File: config.mk
export PLATFORM = sky130hd
export DESIGN_NAME = internet_checksum
export DESIGN_NICKNAME = d
export VERILOG_FILES = /design/src/tx_buffer_pkg.sv /design/src/internet_checksum.sv
export SDC_FILE = /design/constraint.sdc
export NUM_CORES = 1
export LEC_CHECK = 0
export BUFFER_PORTS_ARGS = -buffer_cell sky130_fd_sc_hd__buf_2
export CORE_UTILIZATION = 36
export CTS_BUF_LIST = sky130_fd_sc_hd__clkbuf_16
export DETAILED_ROUTE_END_ITERATION = 10
export SLEW_MARGIN = 20
export SYNTH_ARGS = -nofsm -noshare
export SYNTH_HDL_FRONTEND = slang
export SYNTH_SLANG_ARGS = --single-unit
File: constraint.sdc
create_clock -name i_clk -period 9.2 [get_ports i_clk]
set_input_delay 0.92 -clock i_clk [delete_from_list [all_inputs] [get_ports i_clk]]
set_output_delay 0.92 -clock i_clk [all_outputs]
set_load 0.05 [all_outputs]
File: src/tx_buffer_pkg.sv
/* Shared word geometry, bank states and the two-way view of a data word
   for the transmit packet buffer; modules refer to it by scoped names */

package tx_buffer_pkg;

  // ----------------------------------------------------------
  // Word geometry
  // ----------------------------------------------------------

  // Bytes carried by one memory word
  localparam int BYTES_PER_WORD = 8;
  // Data word width in bits
  localparam int WORD_W = 64;
  // Internet checksum width
  localparam int SUM_W = 16;
  // Number of 16-bit fields summed per word
  localparam int FIELDS_PER_WORD = WORD_W / SUM_W;

  // ----------------------------------------------------------
  // Bank life cycle
  // ----------------------------------------------------------

  typedef enum logic [1:0] {
    BANK_EMPTY    = 2'd0,
    BANK_HAS_DATA = 2'd1,
    BANK_CHECKSUM = 2'd2,
    BANK_FIFO_OUT = 2'd3
  } bank_state_t;

  // One memory word, seen as bytes for masking or as fields for summing
  // Index 0 is the most significant byte or field in both views
  typedef union packed {
    logic [0:BYTES_PER_WORD-1][7:0]        bytes;
    logic [0:FIELDS_PER_WORD-1][SUM_W-1:0] fields;
  } tx_word_t;

endpackage
File: src/internet_checksum.sv
`timescale 1ns/1ps
/* Ones-complement Internet checksum over a word-aligned byte range of the
   parser bank. Reads one word per cycle and adds it one cycle later */

module internet_checksum #(
  parameter int ADDR_WIDTH = 8
) (
  input  logic                            i_clk,
  input  logic                            i_areset,
  input  logic                            i_sum_reset,
  input  logic [tx_buffer_pkg::SUM_W-1:0] i_sum_reset_value,
  input  logic                            i_sum_en,
  input  logic [ADDR_WIDTH-1:0]           i_start_word,
  input  logic [ADDR_WIDTH+2:0]           i_bytes,
  input  tx_buffer_pkg::tx_word_t         i_rd_data,
  output logic                            o_rd_en,
  output logic [ADDR_WIDTH-1:0]           o_rd_addr,
  output logic                            o_last,
  output logic [tx_buffer_pkg::SUM_W-1:0] o_sum,
  output logic                            o_sum_done,
  output logic                            o_busy
);

  localparam int SW = tx_buffer_pkg::SUM_W;
  localparam logic [ADDR_WIDTH+2:0] WORD_BYTES = (ADDR_WIDTH+3)'(tx_buffer_pkg::BYTES_PER_WORD);

  logic                  run_q;
  logic [ADDR_WIDTH-1:0] addr_q;
  logic [ADDR_WIDTH+2:0] rem_q;
  logic                  add_valid_q;
  logic                  add_last_q;
  logic [3:0]            add_bytes_q;
  logic [SW-1:0]         sum_q;
  logic                  done_q;
  logic [3:0]            word_bytes;
  logic [SW-1:0]         sum_next;

  // Valid bytes in the word requested this cycle
  assign word_bytes = (rem_q > WORD_BYTES) ? 4'(tx_buffer_pkg::BYTES_PER_WORD) : rem_q[3:0];
  assign o_last     = run_q && (rem_q <= WORD_BYTES);

  // ----------------------------------------------------------
  // Masking and ones-complement add
  // ----------------------------------------------------------

  always_comb begin
    tx_buffer_pkg::tx_word_t masked;
    logic [SW+2:0]           total;
    logic [SW:0]             fold;
    masked = i_rd_data;
    // Zero the bytes past the end of the range
    for (int i = 0; i < tx_buffer_pkg::BYTES_PER_WORD; i++) begin
      if (4'(i) >= add_bytes_q) begin
        masked.bytes[i] = 8'h00;
      end
    end
    total = {3'b000, sum_q} +
            {3'b000, masked.fields[0]} +
            {3'b000, masked.fields[1]} +
            {3'b000, masked.fields[2]} +
            {3'b000, masked.fields[3]};
    // Two folds bring any carry back into 16 bits
    fold     = {1'b0, total[SW-1:0]} + {{(SW-2){1'b0}}, total[SW+2:SW]};
    sum_next = fold[SW-1:0] + {{(SW-1){1'b0}}, fold[SW]};
  end

  always_ff @(posedge i_clk or posedge i_areset) begin
    if (i_areset) begin
      run_q       <= 1'b0;
      addr_q      <= '0;
      rem_q       <= '0;
      add_valid_q <= 1'b0;
      add_last_q  <= 1'b0;
      add_bytes_q <= 4'd0;
      sum_q       <= '0;
      done_q      <= 1'b0;
    end else begin
      done_q <= 1'b0;
      // Read stage
      if (i_sum_en && !run_q) begin
        addr_q <= i_start_word;
        rem_q  <= i_bytes;
        run_q  <= (i_bytes != '0);
        // Empty range finishes at once with the sum untouched
        done_q <= (i_bytes == '0);
      end else if (run_q) begin
        addr_q <= addr_q + ADDR_WIDTH'(1);
        rem_q  <= o_last ? '0 : rem_q - WORD_BYTES;
        run_q  <= !o_last;
      end
      // Add stage, lines up with the RAM output
      add_valid_q <= run_q;
      add_last_q  <= o_last;
      add_bytes_q <= word_bytes;
      if (i_sum_reset) begin
        sum_q <= i_sum_reset_value;
      end else if (add_valid_q) begin
        sum_q <= sum_next;
      end
      if (add_valid_q && add_last_q) begin
        done_q <= 1'b1;
      end
    end
  end

  assign o_rd_en    = run_q;
  assign o_rd_addr  = addr_q;
  assign o_sum      = sum_q;
  assign o_sum_done = done_q;
  assign o_busy     = run_q || add_valid_q;

endmodule

==> metrics.yaml <==
drt:
  vias: 4772
  dr.pass1.iters: 8
  routed_wl_mm: 13.73
  drt_iter0_markers: 208
  drcViolationCount: 10
  wl_per_cell_um: 14.48
  ant_nets: 0
  avgViaCountPerCell: 5.034
setup_path:
  slowest_stage: "dfrtp_1"
  crit_type: "reg -> reg"
  r2r_cells: 32
  setup.worst_path.start_class: "register"
  r2r_slack_ps: 1230
  regToRegEndpoint: "o_sum[12]"
  crit_path_end_kind: "register"
  cp_max_fo: 13
  arrival_ps: 8120
  cp.required_ps: 9340
  reg2reg_from: "add_bytes_q[3]"
  max_stage_delay_ps: 570
timing:
  hold_violations: 0
  drv_slew: 0
  rsz0062_at_grt: "false"
  whs_ps: 489.3
  slew_headroom_pct: 31.84
  fin_worst_skew_ps: 3.852
  period_needed_ps: 7971
  fin_tns_setup_ps: 0
  max_freq_ghz: 0.1255
  min_period_over_period_pct: 86.64
  setup_violations: 0
  tightest_slew_ps: 1008
die:
  die_x_um: 124.9
  dieArea_sq_um: 15610
  core_region_area_sq_um: 14640
  rows: 44
  dieHeight_um: 124.9
  start_util_pct: 37.15
  ioPinCount: 131
synthesis:
  synth_seq_cells: 43
  syn_inst: 648
  synth_area_sq_um: 5440
  ys_seq_area_share_pct: 19.78
  synthTopCellsByCount: "inv_1, nand2_1, fa_1"
  ys_types: 69
  yosysTopAreaCellShare_pct: 19.78
  yosysMostFrequentCell: "inv_1"
  ys.flop_type: "dfrtp_1"
  syn_area_per_cell_sq_um: 8.395
  synthArstFlopShare_pct: 100.0
  synth.largest_area_cell: "dfrtp_1"
  synth_fp_nets: 825
  synth.area.top_cells: "dfrtp_1, fa_1, inv_1"
  ys_warn_count: 0
  synth_edf_count: 0
global_routing:
  grt_max_degree: 44
  grt_pass1_vias: 4875
  grtUsageMet2_pct: 31.86
  met3_usage_pct: 2.781
  grt_antenna_before_repair: 0
  grt.overflow.total: 0
  track_usage_pct: 18.29
  grt_pass1_wl_mm: 23.35
  grt.busiest_layer: "met2"
  gr-usage-met1_pct: 24.26
clock_network:
  clock_latency_ps: 280
  hold_buffers: 0
  cts_resized: 0
  path_clk_slew_ps: 60
  cts_tree: "built"
  cts_sinks: 43
  root_buffer: "clkbuf_16"
  cts_max_level: 2
  post_cts_buffers: 0
  cts_buffers: 5
  clk_path_buf_depth: 2
worst_hold_path:
  hold_path_class: "reg -> reg"
  min_to: "o_sum_done"
  hold_depth: 1
  hp-start: "add_last_q"
status:
  violations: "design-rule violations"
  status: "finished, violations left"
final_layout:
  utilization_pct: 43.49
  seqCellArea_sq_um: 1076
  multi_input_area_sq_um: 3876
  syn_to_final_growth_pct: 17.07
  num-nets-final: 940
  num_antenna_cells: 0
  drive_above_1_share_pct: 21.34
  fillers: 1546
placement:
  numPortBuffers: 130
  gp_congestion: 0.8923
  dp_hpwl_mm: 11.60
job:
  cap_violations: 0
==> per-layer routing <==
layer  vias up  share of wire, %
met5         -                 0
met4         0               1.2
met3        12               5.4
met2       110                48
met1      2258                46
li1       2392                 -
==> placed cells by master (no fill, tap or decap), drive strengths merged, types with 3 or more instances in the layout <==
| cell | count |
|---|---|
| a2111oi | 5 |
| a211oi | 6 |
| a21o | 8 |
| a21oi | 31 |
| a221o | 5 |
| a22o | 4 |
| a31oi | 3 |
| and2 | 17 |
| and3 | 6 |
| buf | 131 |
| clkbuf | 5 |
| dfrtp | 43 |
| fa | 48 |
| ha | 26 |
| inv | 96 |
| mux2i | 16 |
| nand2 | 79 |
| nand2b | 12 |
| nand3 | 12 |
| nor2 | 33 |
| nor2b | 24 |
| nor3 | 15 |
| nor3b | 7 |
| nor4 | 8 |
| nor4b | 6 |
| o21a | 3 |
| o21ai | 32 |
| o22ai | 4 |
| or2 | 7 |
| or3 | 5 |
| xnor2 | 24 |
| xor2 | 12 |
==> stage by stage <==
| stage | worst slack (ps) | area (sq um) | instances |
|---|---|---|---|
| after global routing | 417.6 | 6369 | 948 |
| final | 1229 | 6369 | 948 |
| after floorplan | 1965 | 5440 | 648 |
| after global placement | 1430 | 6201 | 940 |
| after detailed placement | 1203 | 6201 | 940 |
| after CTS | 1169 | 6369 | 948 |
==> registers in the layout, indices dropped and copies added (netlist names) <==
signal	cells
rem_q	11
o_sum_done	1
add_bytes_q	4
o_sum	16
o_rd_addr	8
o_rd_en	1
add_valid_q	1
add_last_q	1
==> cell families after synthesis <==
kind of cell               after synthesis  synth area share (%)
AOI/OAI and AO/OA                      121                 15.55
xor gates and xnor gates                36                 6.141
adders and majority gates               74                 23.64
buffers and inverters                  119                 8.969
DFF                                     43                 19.78
muxes                                   16                 2.944
and+or+nand+nor                        239                 22.98
==> critical path, delay by kind of cell, from the launching register on <==
family,cells,cell delay [ps]
and+or+nand+nor,10,2540
xor gates and xnor gates,2,290
AOI/OAI and AO/OA,10,1690
DFF,1,570
adders and majority gates,7,2580
buffers and inverters,3,160
==> how the worst max path moves through the flow <==
stage | from | to | cells past startpoint
6_report | add_bytes_q[3] | o_sum[12] | 32
5_1_grt | add_bytes_q[3] | o_sum[12] | 32
4_1_cts | add_bytes_q[3] | o_sum[12] | 32
3_5_place_dp | add_bytes_q[3] | o_sum[12] | 32
3_3_place_gp | add_bytes_q[3] | o_sum[12] | 32
2_1_floorplan | add_bytes_q[1] | o_sum[12] | 35
==> cell type report <==
| class | instances | share of cell area, % |
|---|---|---|
| multi-input cells | 486 | 60.86 |
| flip-flops and latches | 43 | 16.90 |
| repair buffers | 131 | 10.33 |
| inverters | 96 | 5.658 |
| well taps | 184 | 3.615 |
| clock buffers | 5 | 1.965 |
| clock inverters | 3 | 0.6680 |
Power is not shown: default switching activity piles up to over one toggle a cycle in this logic, so the estimate is an artifact.
